$ cat config.mk
export PLATFORM = sky130hd
export DESIGN_NAME = lpif_link_top
export DESIGN_NICKNAME = d
export VERILOG_FILES = /design/src/logic/lpif_pkg.sv /design/src/logic/lpif_auto_sync.sv /design/src/logic/lpif_field_map.sv /design/src/logic/lpif_link_top.sv /design/src/logic/lpif_phy_concat.sv
export SDC_FILE = /design/constraint.sdc
export NUM_CORES = 1
export LEC_CHECK = 0
export ABC_AREA = 1
export BUFFER_PORTS_ARGS = -buffer_cell sky130_fd_sc_hd__buf_2
export CORE_AREA = 3 3 255 257
export CTS_CLUSTER_SIZE = 14
export DETAILED_ROUTE_END_ITERATION = 10
export DIE_AREA = 0 0 258 260
export GPL_ROUTABILITY_DRIVEN = 0
export PLACE_DENSITY = 0.36
export SLEW_MARGIN = 20
export SYNTH_ARGS = -nofsm -noshare
export SYNTH_HDL_FRONTEND = slang
export SYNTH_SLANG_ARGS = --single-unit
$ cat constraint.sdc
create_clock -name clk_wr -period 3.7 [get_ports clk_wr]
set_input_delay 0.555 -clock clk_wr [delete_from_list [all_inputs] [get_ports clk_wr]]
set_output_delay 0.555 -clock clk_wr [all_outputs]
set_load 0.03 [all_outputs]
$ cat src/logic/lpif_pkg.sv
// LPIF slave link definitions
// Field widths, link word layout and PHY lane bit positions for the
// full rate, one word per frame configuration

package lpif_pkg;

  // PHY lane
  localparam int lane_width   = 80;
  localparam int strobe_bit   = 1;
  localparam int marker_bit   = 79;
  // Lane bits left over for word payload
  localparam int lane_payload = 78;

  // Link word
  localparam int word_width   = 153;
  // Word bits riding on lane 1, rest of its payload is zero
  localparam int lane1_used   = word_width - lane_payload;

  // User field widths
  localparam int data_width   = 128;
  localparam int crc_width    = 16;
  localparam int state_width  = 4;
  localparam int protid_width = 2;

  // Field offsets inside the link word
  localparam int data_lsb      = 0;
  localparam int crc_lsb       = 128;
  localparam int state_lsb     = 144;
  localparam int protid_lsb    = 148;
  localparam int dvalid_bit    = 150;
  localparam int crc_valid_bit = 151;
  localparam int valid_bit     = 152;

  // Online delay configuration
  localparam int delay_width  = 8;

endpackage

$ cat src/logic/lpif_auto_sync.sv
// LPIF auto-sync
// Delays tx and rx online by programmable counts and builds the
// persistent marker and strobe that go out with every link word

`timescale 1ns/1ps

module lpif_auto_sync
  import lpif_pkg::*;
(
  input  logic                   clk_wr,
  input  logic                   reset,
  input  logic                   tx_online,
  input  logic                   rx_online,
  input  logic [delay_width-1:0] delay_x_value,
  input  logic [delay_width-1:0] delay_xz_value,
  input  logic [delay_width-1:0] delay_yz_value,
  input  logic                   tx_mrk_userbit,
  input  logic                   tx_stb_userbit,
  output logic                   tx_online_delay,
  output logic                   rx_online_delay,
  output logic                   tx_auto_mrk_userbit,
  output logic                   tx_auto_stb_userbit
);

  //////////////////////////////////////////////////////////////////////
  // Delay counters
  // Slot 0 tx online, slot 1 rx online, slot 2 strobe enable

  logic [delay_width-1:0] limit [3];
  logic [delay_width-1:0] cnt   [3];
  logic [2:0]             armed;
  logic [2:0]             done;
  logic [2:0]             done_nxt;
  // Level seen high on the previous edge
  logic                   seen_tx;
  logic                   seen_rx;

  always_comb begin
    limit[0] = delay_xz_value;
    limit[1] = delay_x_value;
    limit[2] = delay_yz_value;
    // Counting starts one edge after the first high sample
    armed[0] = tx_online & seen_tx;
    armed[1] = rx_online & seen_rx;
    // Strobe count chains off delayed tx online, drops with tx online
    armed[2] = tx_online & done[0];
    for (int i = 0; i < 3; i++) begin
      // Sticky once reached, cleared when the run level drops
      done_nxt[i] = armed[i] & (done[i] | (cnt[i] == limit[i]));
    end
  end

  always_ff @(posedge clk_wr) begin
    if (reset) begin
      seen_tx <= 1'b0;
      seen_rx <= 1'b0;
      done    <= '0;
      for (int i = 0; i < 3; i++) begin
        cnt[i] <= '0;
      end
    end else begin
      seen_tx <= tx_online;
      seen_rx <= rx_online;
      done    <= done_nxt;
      for (int i = 0; i < 3; i++) begin
        if (!armed[i]) begin
          cnt[i] <= '0;
        end else if (!done_nxt[i] && cnt[i] != '1) begin
          // Saturate at all ones
          cnt[i] <= cnt[i] + 1'b1;
        end
      end
    end
  end

  assign tx_online_delay = done[0];
  assign rx_online_delay = done[1];

  //////////////////////////////////////////////////////////////////////
  // Persistent marker and strobe

  // Registered so they line up with the delayed online level
  always_ff @(posedge clk_wr) begin
    if (reset) begin
      tx_auto_mrk_userbit <= 1'b0;
      tx_auto_stb_userbit <= 1'b0;
    end else begin
      // One word frames, so marker is set in every word
      tx_auto_mrk_userbit <= done_nxt[0] | tx_mrk_userbit;
      tx_auto_stb_userbit <= done_nxt[2] | tx_stb_userbit;
    end
  end

endmodule

$ cat src/logic/lpif_field_map.sv
// LPIF field map
// Packs the upstream user fields into the link word and splits the
// downstream word back into fields, valid flags held low while offline

`timescale 1ns/1ps

module lpif_field_map
  import lpif_pkg::*;
(
  // Upstream channel
  input  logic [state_width-1:0]  ustrm_state,
  input  logic [protid_width-1:0] ustrm_protid,
  input  logic [data_width-1:0]   ustrm_data,
  input  logic                    ustrm_dvalid,
  input  logic [crc_width-1:0]    ustrm_crc,
  input  logic                    ustrm_crc_valid,
  input  logic                    ustrm_valid,
  // Downstream channel
  output logic [state_width-1:0]  dstrm_state,
  output logic [protid_width-1:0] dstrm_protid,
  output logic [data_width-1:0]   dstrm_data,
  output logic                    dstrm_dvalid,
  output logic [crc_width-1:0]    dstrm_crc,
  output logic                    dstrm_crc_valid,
  output logic                    dstrm_valid,
  // Link side
  input  logic                    rx_online_delay,
  output logic [word_width-1:0]   tx_upstream_word,
  input  logic [word_width-1:0]   rx_downstream_word
);

  //////////////////////////////////////////////////////////////////////
  // Upstream pack

  always_comb begin
    tx_upstream_word                             = '0;
    tx_upstream_word[data_lsb +: data_width]     = ustrm_data;
    tx_upstream_word[crc_lsb +: crc_width]       = ustrm_crc;
    tx_upstream_word[state_lsb +: state_width]   = ustrm_state;
    tx_upstream_word[protid_lsb +: protid_width] = ustrm_protid;
    tx_upstream_word[dvalid_bit]                 = ustrm_dvalid;
    tx_upstream_word[crc_valid_bit]              = ustrm_crc_valid;
    tx_upstream_word[valid_bit]                  = ustrm_valid;
  end

  //////////////////////////////////////////////////////////////////////
  // Downstream unpack

  // Payload fields pass straight through
  assign dstrm_data   = rx_downstream_word[data_lsb +: data_width];
  assign dstrm_crc    = rx_downstream_word[crc_lsb +: crc_width];
  assign dstrm_state  = rx_downstream_word[state_lsb +: state_width];
  assign dstrm_protid = rx_downstream_word[protid_lsb +: protid_width];

  // Flags only count once rx is online
  assign dstrm_dvalid    = rx_downstream_word[dvalid_bit] & rx_online_delay;
  assign dstrm_crc_valid = rx_downstream_word[crc_valid_bit] & rx_online_delay;
  assign dstrm_valid     = rx_downstream_word[valid_bit] & rx_online_delay;

endmodule

$ cat src/logic/lpif_link_top.sv
// LPIF slave link top level
// One upstream and one downstream channel over two PHY lanes, with
// auto-sync for online delay, marker and strobe

`timescale 1ns/1ps

module lpif_link_top
  import lpif_pkg::*;
(
  input  logic                    clk_wr,
  input  logic                    reset,
  // Control
  input  logic                    tx_online,
  input  logic                    rx_online,
  // PHY lanes
  output logic [lane_width-1:0]   tx_phy0,
  input  logic [lane_width-1:0]   rx_phy0,
  output logic [lane_width-1:0]   tx_phy1,
  input  logic [lane_width-1:0]   rx_phy1,
  // Downstream channel
  output logic [state_width-1:0]  dstrm_state,
  output logic [protid_width-1:0] dstrm_protid,
  output logic [data_width-1:0]   dstrm_data,
  output logic                    dstrm_dvalid,
  output logic [crc_width-1:0]    dstrm_crc,
  output logic                    dstrm_crc_valid,
  output logic                    dstrm_valid,
  // Upstream channel
  input  logic [state_width-1:0]  ustrm_state,
  input  logic [protid_width-1:0] ustrm_protid,
  input  logic [data_width-1:0]   ustrm_data,
  input  logic                    ustrm_dvalid,
  input  logic [crc_width-1:0]    ustrm_crc,
  input  logic                    ustrm_crc_valid,
  input  logic                    ustrm_valid,
  // Configuration
  input  logic                    tx_mrk_userbit,
  input  logic                    tx_stb_userbit,
  input  logic [delay_width-1:0]  delay_x_value,
  input  logic [delay_width-1:0]  delay_xz_value,
  input  logic [delay_width-1:0]  delay_yz_value
);

  //////////////////////////////////////////////////////////////////////
  // Interconnect

  logic                  tx_online_delay;
  logic                  rx_online_delay;
  logic                  tx_auto_mrk_userbit;
  logic                  tx_auto_stb_userbit;
  logic [word_width-1:0] tx_upstream_word;
  logic [word_width-1:0] rx_downstream_word;

  //////////////////////////////////////////////////////////////////////
  // Auto sync

  lpif_auto_sync lpif_auto_sync_i (
    .clk_wr              (clk_wr),
    .reset               (reset),
    .tx_online           (tx_online),
    .rx_online           (rx_online),
    .delay_x_value       (delay_x_value),
    .delay_xz_value      (delay_xz_value),
    .delay_yz_value      (delay_yz_value),
    .tx_mrk_userbit      (tx_mrk_userbit),
    .tx_stb_userbit      (tx_stb_userbit),
    .tx_online_delay     (tx_online_delay),
    .rx_online_delay     (rx_online_delay),
    .tx_auto_mrk_userbit (tx_auto_mrk_userbit),
    .tx_auto_stb_userbit (tx_auto_stb_userbit)
  );

  // User fields to and from the link word
  lpif_field_map lpif_field_map_i (
    .ustrm_state         (ustrm_state),
    .ustrm_protid        (ustrm_protid),
    .ustrm_data          (ustrm_data),
    .ustrm_dvalid        (ustrm_dvalid),
    .ustrm_crc           (ustrm_crc),
    .ustrm_crc_valid     (ustrm_crc_valid),
    .ustrm_valid         (ustrm_valid),
    .dstrm_state         (dstrm_state),
    .dstrm_protid        (dstrm_protid),
    .dstrm_data          (dstrm_data),
    .dstrm_dvalid        (dstrm_dvalid),
    .dstrm_crc           (dstrm_crc),
    .dstrm_crc_valid     (dstrm_crc_valid),
    .dstrm_valid         (dstrm_valid),
    .rx_online_delay     (rx_online_delay),
    .tx_upstream_word    (tx_upstream_word),
    .rx_downstream_word  (rx_downstream_word)
  );

  //////////////////////////////////////////////////////////////////////
  // PHY interface

  lpif_phy_concat lpif_phy_concat_i (
    .clk_wr              (clk_wr),
    .reset               (reset),
    .tx_online_delay     (tx_online_delay),
    .tx_auto_mrk_userbit (tx_auto_mrk_userbit),
    .tx_auto_stb_userbit (tx_auto_stb_userbit),
    .tx_upstream_word    (tx_upstream_word),
    .rx_phy0             (rx_phy0),
    .rx_phy1             (rx_phy1),
    .tx_phy0             (tx_phy0),
    .tx_phy1             (tx_phy1),
    .rx_downstream_word  (rx_downstream_word)
  );

endmodule

$ cat src/logic/lpif_phy_concat.sv
// LPIF two lane PHY concat
// Spreads the link word over two 80 bit lanes around the strobe and
// marker bits, and rebuilds the word from the receive lanes

`timescale 1ns/1ps

module lpif_phy_concat
  import lpif_pkg::*;
(
  input  logic                  clk_wr,
  input  logic                  reset,
  input  logic                  tx_online_delay,
  input  logic                  tx_auto_mrk_userbit,
  input  logic                  tx_auto_stb_userbit,
  input  logic [word_width-1:0] tx_upstream_word,
  input  logic [lane_width-1:0] rx_phy0,
  input  logic [lane_width-1:0] rx_phy1,
  output logic [lane_width-1:0] tx_phy0,
  output logic [lane_width-1:0] tx_phy1,
  output logic [word_width-1:0] rx_downstream_word
);

  // Payload around the strobe, marker on top
  function automatic logic [lane_width-1:0] lane_pack(
    input logic [lane_payload-1:0] payload,
    input logic                    stb,
    input logic                    mrk
  );
    logic [lane_width-1:0] lane;
    lane                                = '0;
    lane[strobe_bit-1:0]                = payload[strobe_bit-1:0];
    lane[strobe_bit]                    = stb;
    lane[marker_bit-1:strobe_bit+1]     = payload[lane_payload-1:strobe_bit];
    lane[marker_bit]                    = mrk;
    return lane;
  endfunction

  // Drop strobe and marker, close the gap
  function automatic logic [lane_payload-1:0] lane_unpack(
    input logic [lane_width-1:0] lane
  );
    return {lane[marker_bit-1:strobe_bit+1], lane[strobe_bit-1:0]};
  endfunction

  //////////////////////////////////////////////////////////////////////
  // TX lanes

  logic [lane_payload-1:0] tx_pay0;
  logic [lane_payload-1:0] tx_pay1;

  assign tx_pay0 = tx_upstream_word[lane_payload-1:0];
  // Upper lane payload padded with zeros
  assign tx_pay1 = {{(lane_payload-lane1_used){1'b0}},
                    tx_upstream_word[word_width-1:lane_payload]};

  always_ff @(posedge clk_wr) begin
    if (reset || !tx_online_delay) begin
      // Quiet lanes while offline
      tx_phy0 <= '0;
      tx_phy1 <= '0;
    end else begin
      tx_phy0 <= lane_pack(tx_pay0, tx_auto_stb_userbit, tx_auto_mrk_userbit);
      tx_phy1 <= lane_pack(tx_pay1, tx_auto_stb_userbit, tx_auto_mrk_userbit);
    end
  end

  //////////////////////////////////////////////////////////////////////
  // RX lanes

  logic [lane_payload-1:0] rx_pay0;
  logic [lane_payload-1:0] rx_pay1;

  assign rx_pay0 = lane_unpack(rx_phy0);
  assign rx_pay1 = lane_unpack(rx_phy1);

  always_ff @(posedge clk_wr) begin
    if (reset) begin
      rx_downstream_word <= '0;
    end else begin
      // Padding bits of lane 1 are not part of the word
      rx_downstream_word <= {rx_pay1[lane1_used-1:0], rx_pay0};
    end
  end

endmodule

==> results of run 1 <==
metal layers:
| metal | vias to the layer above | global-route usage, % | wire length, µm |
|---|---|---|---|
| met1 | 3903 | 10.7 | 13400 |
| met2 | 403 | 18.5 | 18300 |
| met3 | 72 | 4.67 | 3990 |
| li1 | 4548 | - | - |
| met4 | 10 | 3.54 | 937 |
| met5 | - | 0 | 66 |
final timing paths:
| check | from | end | depth (start not counted) | slack [ns] |
|---|---|---|---|---|
| worst max-delay path | lpif_auto_sync_i.cnt[0][0] | lpif_auto_sync_i.cnt[0][0] | 6 | 1.69 |
| worst min-delay path | ustrm_data[31] | lpif_phy_concat_i.tx_phy0[32] | 3 | 0.21 |
| worst max register to register | lpif_auto_sync_i.cnt[0][0] | lpif_auto_sync_i.cnt[0][0] | 6 | 1.69 |
| worst min register to register | lpif_auto_sync_i.tx_auto_stb_userbit | lpif_phy_concat_i.tx_phy1[1] | 2 | 0.42 |
where the power goes:
group / switching (µW) / leakage, µW / total, µW / internal (µW)
clock: 1600 / 0.000669 / 4090 / 2490
sequential: 27.6 / 0.00287 / 3810 / 3790
combinational: 383 / 0.00565 / 628 / 244
total: 2010 / 0.00919 / 8540 / 6520
registers in the layout, indices dropped and copies added, names as in the netlist:
name and count:
lpif_auto_sync_i.tx_auto_stb_userbit 1, lpif_phy_concat_i.tx_phy1 76, lpif_auto_sync_i.done 3, lpif_phy_concat_i.tx_phy0 79
lpif_auto_sync_i.tx_auto_mrk_userbit 1, lpif_auto_sync_i.seen_tx 1, lpif_phy_concat_i.rx_downstream_word 153, lpif_auto_sync_i.cnt 24
lpif_auto_sync_i.seen_rx 1
worst max-delay path, cell delays in order (launching register included):
cell and delay (ns):
edfxtp_1 0.42, ha_1 0.22, nand2_1 0.11, nor3_2 0.25, nand3_2 0.12, nand4_4 0.18, nand3_1 0.34
cells in the final DEF, fill, tap and decap left out, types with 3 or more instances in the layout:
master,count
buf_2,644
nor2_1,345
inv_1,334
dfxtp_1,315
nand2_1,49
clkbuf_16,42
xnor2_1,25
edfxtp_1,24
xor2_1,12
clkbuf_1,11
nand3_1,10
diode_2,6
clkbuf_8,6
bufinv_16,4
ha_1,3
conb_1,3
clkinv_2,3
buf_12,3
stage by stage:
step	hold slack, ns	total power, µW
floorplan	0.394	4340
global placement	0.408	4530
detailed placement	0.408	4530
CTS	0.153	8750
global route	0.168	8930
finish	0.206	8540
area by class of cell:
type / instances / area, µm² / share of cell area [%]
Sequential cell: 339 / 7030 / 43.8
Timing Repair Buffer: 648 / 3290 / 20.5
Multi-Input combinational cell: 460 / 2040 / 12.7
Inverter: 335 / 1260 / 7.83
Clock buffer: 59 / 1170 / 7.32
Tap cell: 846 / 1060 / 6.59
Clock inverter: 12 / 194 / 1.21
Antenna cell: 6 / 15.0 / 0.0935
kinds of logic (layout without fill, tap and decap cells):
group                      count (synthesis)  after routing  share of synthesized area, %
DFF                                      339            339                          60.4
other                                      1              9                        0.0322
AOI/OAI and AO/OA                          2              2                         0.140
xor gates and xnor gates                  37             37                          2.79
buffers and inverters                    524           1054                          22.2
and+or+nand+nor                          415            415                          14.1
adders and majority gates                  3              3                         0.323
==> impl_results.md, run 1 <==
- Hold Vio Cnt, Final: 0
- Post_cts resized: 0
- EDFF count, synth: 24
- Mean post-synth cell area: 8.80 µm²
- Top cells by count, synth: nor2_1 (345), inv_1 (334), dfxtp_1 (315)
- Worst Skew: 0.0196 ns
- Layout cells sized above 1: 38.7%
- Top cells by area, synth: dfxtp_1 (54%), nor2_1 (11%), inv_1 (11%)
- Clock H-tree levels: 2
- Antenna-violating nets left: 0
- Wire length per cell: 13.6 µm
- Achievable Freq: 498 MHz
- Relative slew slack: 58.7%
- Max-cap violations: 0
- Maximum clock insertion buffer count: 3
- Power density over the cells: 532 nW/µm²
- Total CTS buffers: 41
- Core Util, Final: 25.5%
- Finished layout cell area: 16100 µm²
- Pre-CTS WS: 1.19 ns
- Status: finished clean
- Synth top area share: 54.2%
- Setup WS post-layout: 1.69 ns
- Worst Hold Class: in2reg
- # placed instances: 2628
- Final Non-Filler Cells: 2705
- #FFs+latches synth: 339
- Die Width: 258 µm
- Die Ht: 260 µm
- Yosys warning count: 0
- Leakage: 0.00919 µW
- Synth Instances: 1321
- Max VDD drop: 335 µV
- GRT Overall Usage: 10.3%
- Synth unique cells: 24
- CP Max Fanout: 9
- Clk slew on worst S/H paths: 0.06 ns
- RSZ-0062 raised after global routing: false
- CTS sink count: 339
- First-pass GRT wire length: 53400 µm
- Sequential share of the synthesized area: 60.4%
- Routed wire length: 36700 µm
- Setup CP Type: reg2reg
- Area added between synthesis and finish: 38.0%
- Largest net degree at the start of global routing: 112
- Setup_tns: 0 ns
- Hold_buf cts: 0
- Root Buffer: clkbuf_16
- Ports: 656
- Vias: 8936
- Residual DRC count: 0
- Tmin final: 2.01 ns
- Synth area leader: dfxtp_1
- Vias in the first global route: 9156
- Nets: 2171
- Synth Flop Type: dfxtp_1
- Post-CTS Setup Bufs: 0
- Die ar.: 67100 µm²
- WP data arrival: 2.18 ns
- Clock latency on the worst-skew pair: 0.56 ns
- Mapped cell area: 11600 µm²
- Least-Margin Pin Slew: 0.620 ns
- Routed vias/inst: 3.30
- CTS tree: yes
- Antenna violations before repair: 13
- Fin crit share: 54.3%
- Fill cells: 6989
- Synth async-reset ratio: 0%
- Initial Utilization: 18.5%
- CP endpoint kind: register
- Std-Cell Rows: 92
- Most frequent cell after synthesis: nor2_1
- Endpoints failing setup: 0
- Remaining global-route overflow: 0
- Hpwl dp: 28800 µm
- Startpoint types: register
- Critical path data required time: 3.87 ns
- Port bufs: 645
- Placed cell area: 14700 µm²
- Core box area: 63000 µm²
- First DRT Iteration DRCs: 339
- Max-slew violation count: 0
- Pre-antenna DRT Iters: 4
No activity file was read; power rests on OpenSTA's default activity.
==> run 2, diff against run 1 <==
Settings changed: ABC_AREA 1 to 0, CORE_AREA 3 3 255 257 to 3 3 253 255, DIE_AREA 0 0 258 260 to 0 0 256 258, PLACE_DENSITY 0.36 to 0.37.
Clock period 3.7 ns to 1.65 ns, I/O delays scaled along.
==> run 2 against run 1 <==
  * The flow now finishes with violations (setup timing)
  * Clock skew grew 0.0038 ns
  * Utilization increased by 5.3 points
  * Register-to-register slack got worse by 1.8 ns
  * Maximum frequency rose by 15%
  * Critical endpoint is now lpif_auto_sync_i.cnt[2][5]
  * Worst setup slack worse by 1.8 ns
  * Final area rose by 19%
  * Synthesized area decreased by 4.1%
  * Final cell count down 0.48%
  * Combinational power grew to 3.1 times the previous value
  * Sequential power is 120% higher
  * Sequential share of layout area decreased by 6.9 points
  * Routed wire length grew 18%
==> impl_results.md, run 2 <==
- Combinational Power Share: 10.0% (+2.6 points)
- Achievable Freq: 571 MHz (+15%)
- Clk slew on worst S/H paths: 0.06 ns (about the same)
- Total CTS buffers: 41 (unchanged)
- Sequential share of the synthesized area: 63.0% (+2.6 points)
- Largest net degree at the start of global routing: 67 (-40%)
- Switch share: 23.7% (+0.15 points)
- Worst Skew: 0.0234 ns (+0.00379 ns)
- Setup WS post-layout: -0.101 ns (-1.79 ns)
- Clock Power Share: 46.1% (-1.9 points)
- Routed wire length on met3: 4690 µm (+17%)
- Fill cells: 6451 (-7.7%)
- Worst Hold Class: in2reg
- Residual DRC count: 0 (unchanged)
- Least-Margin Pin Slew: 0.504 ns (-0.116 ns)
- Most used cell along the critical path: buf_4
- Synth Instances: 968 (-27%)
- Critical-path top delay cell: edfxtp_1
- CTS sink count: 339 (unchanged)
- Core box area: 61800 µm² (-1.8%)
- Antenna-violating nets left: 0 (unchanged)
- Tmin final: 1.75 ns (-0.258 ns)
- Max VDD drop: 648 µV (+94%)
- #FFs+latches synth: 339 (unchanged)
- Wire length per cell: 16.2 µm (+19%)
- Critical Path Sink: lpif_auto_sync_i.cnt[2][5]
- Routed wire length: 43500 µm (+18%)
- Initial Utilization: 18.0% (-0.44 points)
- Pint: 14900 µW (+130%)
- Startpoint types: register
- Die ar.: 66000 µm² (-1.5%)
- Mean post-synth cell area: 11.5 µm² (+31%)
- Antenna violations before repair: 6 (-7)
- EDFF count, synth: 24 (unchanged)
- Critical path data required time: 1.96 ns (-1.91 ns)
- Top cells by area, synth: dfxtp_1 (57%), buf_4 (11%), and2_1 (8.9%)
- Failing checks: setup timing
- Flop pwr share: 43.9% (-0.8 points)
- Ports: 656 (unchanged)
- Final Non-Filler Cells: 2692 (-0.48%)
- Layout cells sized above 1: 41.7% (+3.0 points)
- Clock latency on the worst-skew pair: 0.56 ns (about the same)
- Synth unique cells: 35 (+46%)
- Remaining global-route overflow: 0 (unchanged)
- Endpoints failing setup: 24 (+24)
- Relative slew slack: 66.4% (+7.7 points)
- Power density over the cells: 1020 nW/µm² (+92%)
- Commonest non-fill, non-tap cell in the layout: buf_2
- Mapped cell area: 11100 µm² (-4.1%)
- Most frequent cell after synthesis: dfxtp_1
- Port bufs: 645 (unchanged)
- Status: finished, violations left
- Metal1 wirelength: 15500 µm (+15%)
- CTS tree: yes
- Max reg flops: 153 (unchanged)
- WP data arrival: 2.06 ns (-0.12 ns)
- Top cells by count, synth: dfxtp_1 (315), and2_1 (159), buf_4 (156), nor2b_1 (156), clkbuf_1 (33)
- CP Max Fanout: 8 (-1)
- Setup CP Type: reg2reg
- Maximum clock insertion buffer count: 3 (unchanged)
- Synth Flop Type: dfxtp_1
- Worst Hold Depth: 2 (-1)
- Clock H-tree levels: 2 (unchanged)
- Std-Cell Rows: 91 (-1.1%)
- Hpwl dp: 33300 µm (+16%)
- Met2 WL post-DR: 22100 µm (+20%)
- Max-slew violation count: 0 (unchanged)
- Pre-antenna DRT Iters: 4 (unchanged)
- Most flop-heavy register: lpif_phy_concat_i.rx_downstream_word
- Worst path cell trace: xor2_1 > nor4_2 > buf_4 > a41o_1 > o211ai_1 > buf_4
- GRT Overall Usage: 12.9% (+2.6 points)
- Pre-CTS WS: -0.148 ns (-1.34 ns)
- R2R Setup Slk: -0.10 ns (-1.79 ns)
- Vias: 9277 (+3.8%)
- Yosys warning count: 0 (unchanged)
- Root Buffer: clkbuf_16
- Core Util, Final: 30.8% (+5.3 points)
- Die Ht: 258 µm (-0.77%)
- Commonest non-fill, non-tap cells in the layout: buf_2 (644), dfxtp_1 (315), dlygate4sd3_1 (308)
- Leakage: 0.00910 µW (-0.98%)
- CP endpoint kind: register
- Die Width: 256 µm (-0.78%)
- Synth async-reset ratio: 0% (unchanged)
- Top Layer Used: met4
- Area added between synthesis and finish: 70.9%
- # placed instances: 2300 (-12%)
- RSZ-0062 raised after global routing: true
- Net switching power: 4630 µW (+130%)
- Fin crit share: 106% (+52 points)
- Vias in the first global route: 10300 (+13%)
- Nets: 2167 (-0.18%)
- Critical path origin: lpif_auto_sync_i.cnt[2][3]
- Reg-to-reg critical path startpoint: lpif_auto_sync_i.cnt[2][3]
- Synth area leader: dfxtp_1
- First-pass GRT wire length: 64400 µm (+21%)
- Synth top area share: 56.6% (+2.3 points)
- Critical R2R Capture: lpif_auto_sync_i.cnt[2][5]
- Worst reg-to-reg path cell count: 6 (unchanged)
- Delay of the slowest cell on the worst path: 0.42 ns (about the same)
- First DRT Iteration DRCs: 284 (-16%)
- Max-cap violations: 0 (unchanged)
- Regs by FF count: lpif_phy_concat_i.rx_downstream_word (153), lpif_phy_concat_i.tx_phy0 (79), lpif_phy_concat_i.tx_phy1 (76)
- Hold Vio Cnt, Final: 0 (unchanged)
- Routed vias/inst: 3.45 (+4.3%)
run 2: cell types whose count changed in the layout (fill, tap and decap cells not counted), sizes merged, moves of 43 or more:
cell and change:
inv -332, nor2 -339, and2 +159, dlygate4sd3 +308
nand2 -43, buf +44, nor2b +156
run 2: cell families (layout without fill, tap and decap cells):
group           Yosys count  count (layout)  synth area share [%]
flops                   339             339                  63.0
buf+inv                 195            1074                  11.9
simple gates            376             376                  20.5
xor+xnor                 41              41                  3.22
other cells               1               9                0.0336
compound gates           13              13                 0.943
fa+ha+maj                 3               3                 0.337
run 2: how the worst min path moves through the flow:
stage | slack [ns] | endpoint | startpoint
3_5_place_dp | 0.43 | lpif_phy_concat_i.tx_phy0[79] | lpif_auto_sync_i.tx_auto_mrk_userbit
4_1_cts | 0.02 | lpif_phy_concat_i.rx_downstream_word[147] | rx_phy1[70]
2_1_floorplan | 0.37 | lpif_phy_concat_i.tx_phy0[0] | ustrm_data[0]
3_3_place_gp | 0.44 | lpif_phy_concat_i.tx_phy0[79] | lpif_auto_sync_i.tx_auto_mrk_userbit
6_report | 0.04 | lpif_phy_concat_i.rx_downstream_word[147] | rx_phy1[70]
5_1_grt | 0.01 | lpif_phy_concat_i.rx_downstream_word[147] | rx_phy1[70]
run 2: layout make-up:
| cell class | count | area (µm²) | area share (%) |
|---|---|---|---|
| Inverter | 3 | 11.3 | 0.0591 |
| Clock buffer | 59 | 1190 | 6.23 |
| Antenna cell | 6 | 15.0 | 0.0788 |
| Clock inverter | 12 | 144 | 0.755 |
| Multi-Input combinational cell | 436 | 2900 | 15.2 |
| Timing Repair Buffer | 1000 | 6720 | 35.3 |
| Sequential cell | 339 | 7030 | 36.9 |
| Tap cell | 837 | 1050 | 5.49 |
run 2: timing repair:
action                                 CTS  global route
gates resized for setup                  2            11
setup endpoints to repair               36            49
setup buffers                            4             2
pin swaps                               10             6
gates cloned                             0             1
endpoints found under the hold margin  308             0
hold buffers                           308             0
run 2: critical path: cells and delay by family (launching register included):
family | cells | cell delay, ns
flops | 1 | 0.42
compound gates | 2 | 0.24
buf+inv | 2 | 0.34
simple gates | 1 | 0.33
xor+xnor | 1 | 0.17
run 2: per-stage QoR:
stage                     power [µW]  hold WS [ns]  area [µm²]  setup TNS (ns)
final                          19500        0.0401       19100           -1.71
after global routing           20400        0.0116       19000           -4.70
after CTS                      20000        0.0151       19000           -1.51
after detailed placement       10100         0.430       14500           -4.08
after global placement         10100         0.442       14500           -4.00
after floorplan                 9650         0.369       11200           -3.68
run 2: metal layers:
metal	up-vias	global-route usage (%)
li1	4580	-
met1	4185	12.8
met2	449	23.6
met3	63	5.98
met4	0	4.40
met5	-	0
run 2: power groups by stage:
| stage | logic (µW) | clock network, µW | registers [µW] |
|---|---|---|---|
| final | 1960 | 8990 | 8550 |
| after global routing | 2110 | 9750 | 8570 |
| after CTS | 1980 | 9430 | 8560 |
| after detailed placement | 1350 | 0 | 8740 |
| after global placement | 1350 | 0 | 8740 |
| after floorplan | 926 | 0 | 8720 |
==> run 3, diff against run 2 <==
Settings changed: PLACE_DENSITY 0.37 to 0.4, SYNTH_HIERARCHICAL set to 1.
==> run 3 against run 2 <==
  * The run still ends with setup timing left
  * First-iteration DRC count increased by 30%
  * Maximum frequency increased by 1.3%
  * Routed wire length decreased by 7.7%
  * Hold slack improved by 0.085 ns
  * Clock skew decreased by 0.0093 ns
  * Non-clock buffer count increased by 2
  * Combinational power increased by 4%
  * Synthesized area increased by 15%
  * Die area unchanged
  * Sequential cell count unchanged
  * Count of clock-buffer cells in the layout decreased by 5
  * Largest power group unchanged
==> impl_results.md, run 3 <==
- Pint: 15200 µW (+2.5%)
- Hold Vio Cnt, Final: 0 (unchanged)
- Finished layout cell area: 19700 µm² (+3.2%)
- CTS tree: yes
- Endpoints failing setup: 16 (-33%)
- Power Total: 19900 µW (+2.2%)
- Switch share: 23.6% (-0.19 points)
- Hpwl dp: 28200 µm (-15%)
- Worst Hold Class: in2reg
- Remaining global-route overflow: 0 (unchanged)
- Clock Power Share: 46.9% (+0.8 points)
- Std-Cell Rows: 91 (unchanged)
- Area added between synthesis and finish: 53.1%
- Pre-antenna DRT Iters: 6 (+2)
- Max-cap violations: 0 (unchanged)
- Mapped cell area: 12800 µm² (+15%)
- Max-slew violation count: 0 (unchanged)
- First-pass GRT wire length: 59900 µm (-6.9%)
- GRT Overall Usage: 11.5% (-1.4 points)
- Synth top area share: 49.1% (-7.5 points)
- Top Layer Used: met5
- Min Hold Slack: 0.126 ns (+0.0855 ns)
- Nets: 2166 (-0.046%)
- Residual DRC count: 0 (unchanged)
- CTS sink count: 339 (unchanged)
- #FFs+latches synth: 339 (unchanged)
- Power density over the cells: 1010 nW/µm² (-0.93%)
- Sequential share of the synthesized area: 54.7% (-8.3 points)
- CP endpoint kind: register
- Metal1 wirelength: 15000 µm (-3.1%)
- Met2 WL post-DR: 20800 µm (-5.8%)
- Net switching power: 4700 µW (+1.4%)
- Top cells by area, synth: dfxtp_1 (49%), buf_4 (18%), and3b_1 (11%)
- Clock H-tree levels: 2 (unchanged)
- Max reg flops: 153 (unchanged)
- Tmin final: 1.73 ns (-0.0223 ns)
- Synth Flop Type: dfxtp_1
- Reg-to-reg critical path startpoint: lpif_auto_sync_i/cnt[0][2]
- Startpoint types: register
- Critical path data required time: 1.89 ns (-0.07 ns)
- Die ar.: 66000 µm² (unchanged)
- Worst reg-to-reg path cell count: 4 (-2)
- Routed wire length: 40200 µm (-7.7%)
- WP data arrival: 1.97 ns (-0.09 ns)
- Port bufs: 645 (unchanged)
- Root Buffer: clkbuf_16
- Commonest non-fill, non-tap cells in the layout: buf_2 (644), dfxtp_1 (314), dlygate4sd3_1 (309)
- Wire length per cell: 14.9 µm (-7.6%)
- Worst Skew: 0.0141 ns (-0.00928 ns)
- Least-Margin Pin Slew: 0.791 ns (+0.287 ns)
- Yosys warning count: 6 (+6)
- Critical R2R Capture: lpif_auto_sync_i/cnt[0][0]
- Setup WS post-layout: -0.0785 ns (+0.0223 ns)
- Initial Utilization: 20.8% (+2.7 points)
- Fill cells: 6357 (-1.5%)
- Leakage: 0.00987 µW (+8.5%)
- Achievable Freq: 579 MHz (+1.3%)
- Mean post-synth cell area: 11.3 µm² (-1.9%)
- Synth unique cells: 38 (+8.6%)
- Hold path endpoint: lpif_auto_sync_i/seen_tx
- Commonest non-fill, non-tap cell in the layout: buf_2
- Setup CP Type: reg2reg
- Placed cell area: 14800 µm² (+2.2%)
- Synth area leader: dfxtp_1
- Combinational Power Share: 10.2% (+0.2 points)
- Fin crit share: 105% (-1.3 points)
- Max VDD drop: 598 µV (-7.7%)
- Antenna-violating nets left: 0 (unchanged)
- Largest net degree at the start of global routing: 164 (+140%)
- Layout cells sized above 1: 43.2% (+1.5 points)
- Clk slew on worst S/H paths: 0.06 ns (about the same)
- Vias: 9692 (+4.5%)
- Most frequent cell after synthesis: dfxtp_1
- Core box area: 61800 µm² (unchanged)
- Worst Hold Depth: 3 (+1)
- R2R Setup Slk: -0.08 ns (+0.02 ns)
- Regs by FF count: lpif_phy_concat_i/rx_downstream_word (153), lpif_phy_concat_i/tx_phy0 (80), lpif_phy_concat_i/tx_phy1 (75)
- Maximum clock insertion buffer count: 3 (unchanged)
- Antenna violations before repair: 5 (-1)
- Most flop-heavy register: lpif_phy_concat_i/rx_downstream_word
- Die Width: 256 µm (unchanged)
- Total CTS buffers: 41 (unchanged)
- Relative slew slack: 47.3% (-19 points)
- Failing checks: setup timing
- Ports: 656 (unchanged)
- Routed wire length on met3: 2910 µm (-38%)
- EDFF count, synth: 24 (unchanged)
- Synth Instances: 1137 (+17%)
- Flop pwr share: 42.9% (-1.0 points)
- Hold path startpoint: reset
- Synth async-reset ratio: 0% (unchanged)
- Delay of the slowest cell on the worst path: 0.50 ns (+0.08 ns)
- Worst path cell trace: xnor2_1 > a41o_2 > o211ai_1 > buf_4
- Routed vias/inst: 3.60 (+4.6%)
- Vias in the first global route: 10300 (+0.11%)
- Die Ht: 258 µm (unchanged)
- Critical-path top delay cell: edfxtp_1
- First DRT Iteration DRCs: 370 (+30%)
- Top cells by count, synth: dfxtp_1 (315), buf_4 (309), and3b_1 (155), nor2b_1 (155), buf_2 (30)
- CP Max Fanout: 7 (-1)
- Status: finished, violations left
- RSZ-0062 raised after global routing: true
- Clock latency on the worst-skew pair: 0.54 ns (-0.02 ns)
- Setup_tns: -0.655 ns (+1.06 ns)
-- run 3: cell types whose count changed after synthesis, sizes merged, moves of 2 or more --
cell / delta
and2: -156
and3b: +155
buf: +188
clkbuf: -16
nand2: -2
xnor2: +3
xor2: -3
-- run 3: cell type report --
class	instances	area, µm²	area share [%]
repair buffers	1002	6780	34.5
clock inverters	20	226	1.15
diodes	2	5.00	0.0254
inverters	4	15.0	0.0763
clock buffers	54	1170	5.97
flip-flops and latches	339	7030	35.7
well taps	837	1050	5.33
multi-input cells	432	3380	17.2
-- run 3: worst max path at each step --
stage	from	endpoint	slack, ns	cells past startpoint
CTS	lpif_auto_sync_i/cnt[0][1]	lpif_auto_sync_i/cnt[0][0]	-0.08	6
finish	lpif_auto_sync_i/cnt[0][2]	lpif_auto_sync_i/cnt[0][0]	-0.08	4
detailed placement	lpif_auto_sync_i/cnt[0][1]	lpif_auto_sync_i/cnt[0][2]	-0.10	6
floorplan	lpif_auto_sync_i/cnt[0][0]	lpif_auto_sync_i/cnt[0][0]	-0.35	6
global placement	lpif_auto_sync_i/cnt[0][1]	lpif_auto_sync_i/cnt[0][0]	-0.09	6
global route	lpif_auto_sync_i/cnt[0][1]	lpif_auto_sync_i/cnt[0][0]	-0.17	6
-- run 3: metal layers --
metal / GRT usage, % / vias up
li1: - / 4728
met1: 12.1 / 4482
met2: 21.0 / 388
met3: 3.64 / 88
met4: 4.94 / 6
met5: 0 / -
-- run 3: cells by family after synthesis --
family | Yosys count | synth area share [%]
and+or+nand+nor | 372 | 20.8
buffers and inverters | 368 | 20.6
adders and majority gates | 3 | 0.292
other | 1 | 0.0292
DFF | 339 | 54.7
xor gates and xnor gates | 41 | 2.80
AOI/OAI and AO/OA | 13 | 0.838
-- run 3: critical path, delay by kind of cell (launching register included) --
family	cells	cell delay, ns
buffers and inverters	1	0.22
xor gates and xnor gates	1	0.18
AOI/OAI and AO/OA	2	0.53
DFF	1	0.50
-- run 3: metrics by stage --
stage	util, %	std cells	worst slack (ns)
6_report	31.8	2690	-0.0785
3_5_place_dp	24.0	2291	-0.103
5_1_grt	31.8	2690	-0.169
2_1_floorplan	-	1139	-0.348
4_1_cts	31.3	2677	-0.0801
3_3_place_gp	24.0	2291	-0.0919
-- run 3: repair_timing --
item	CTS	global route
pin swaps	5	19
setup buffers	3	9
cloned	0	2
gates resized for setup	2	36
setup endpoints to repair	24	51
hold endpoints to repair	309	0
hold buffers	309	0
-- run 3: power by group through the flow --
stage	sequential, µW	clock, µW	combinational [µW]
floorplan	8720	0	1270
global placement	8730	0	1410
detailed placement	8730	0	1420
CTS	8550	9790	2030
global route	8570	10100	2170
finish	8550	9350	2030
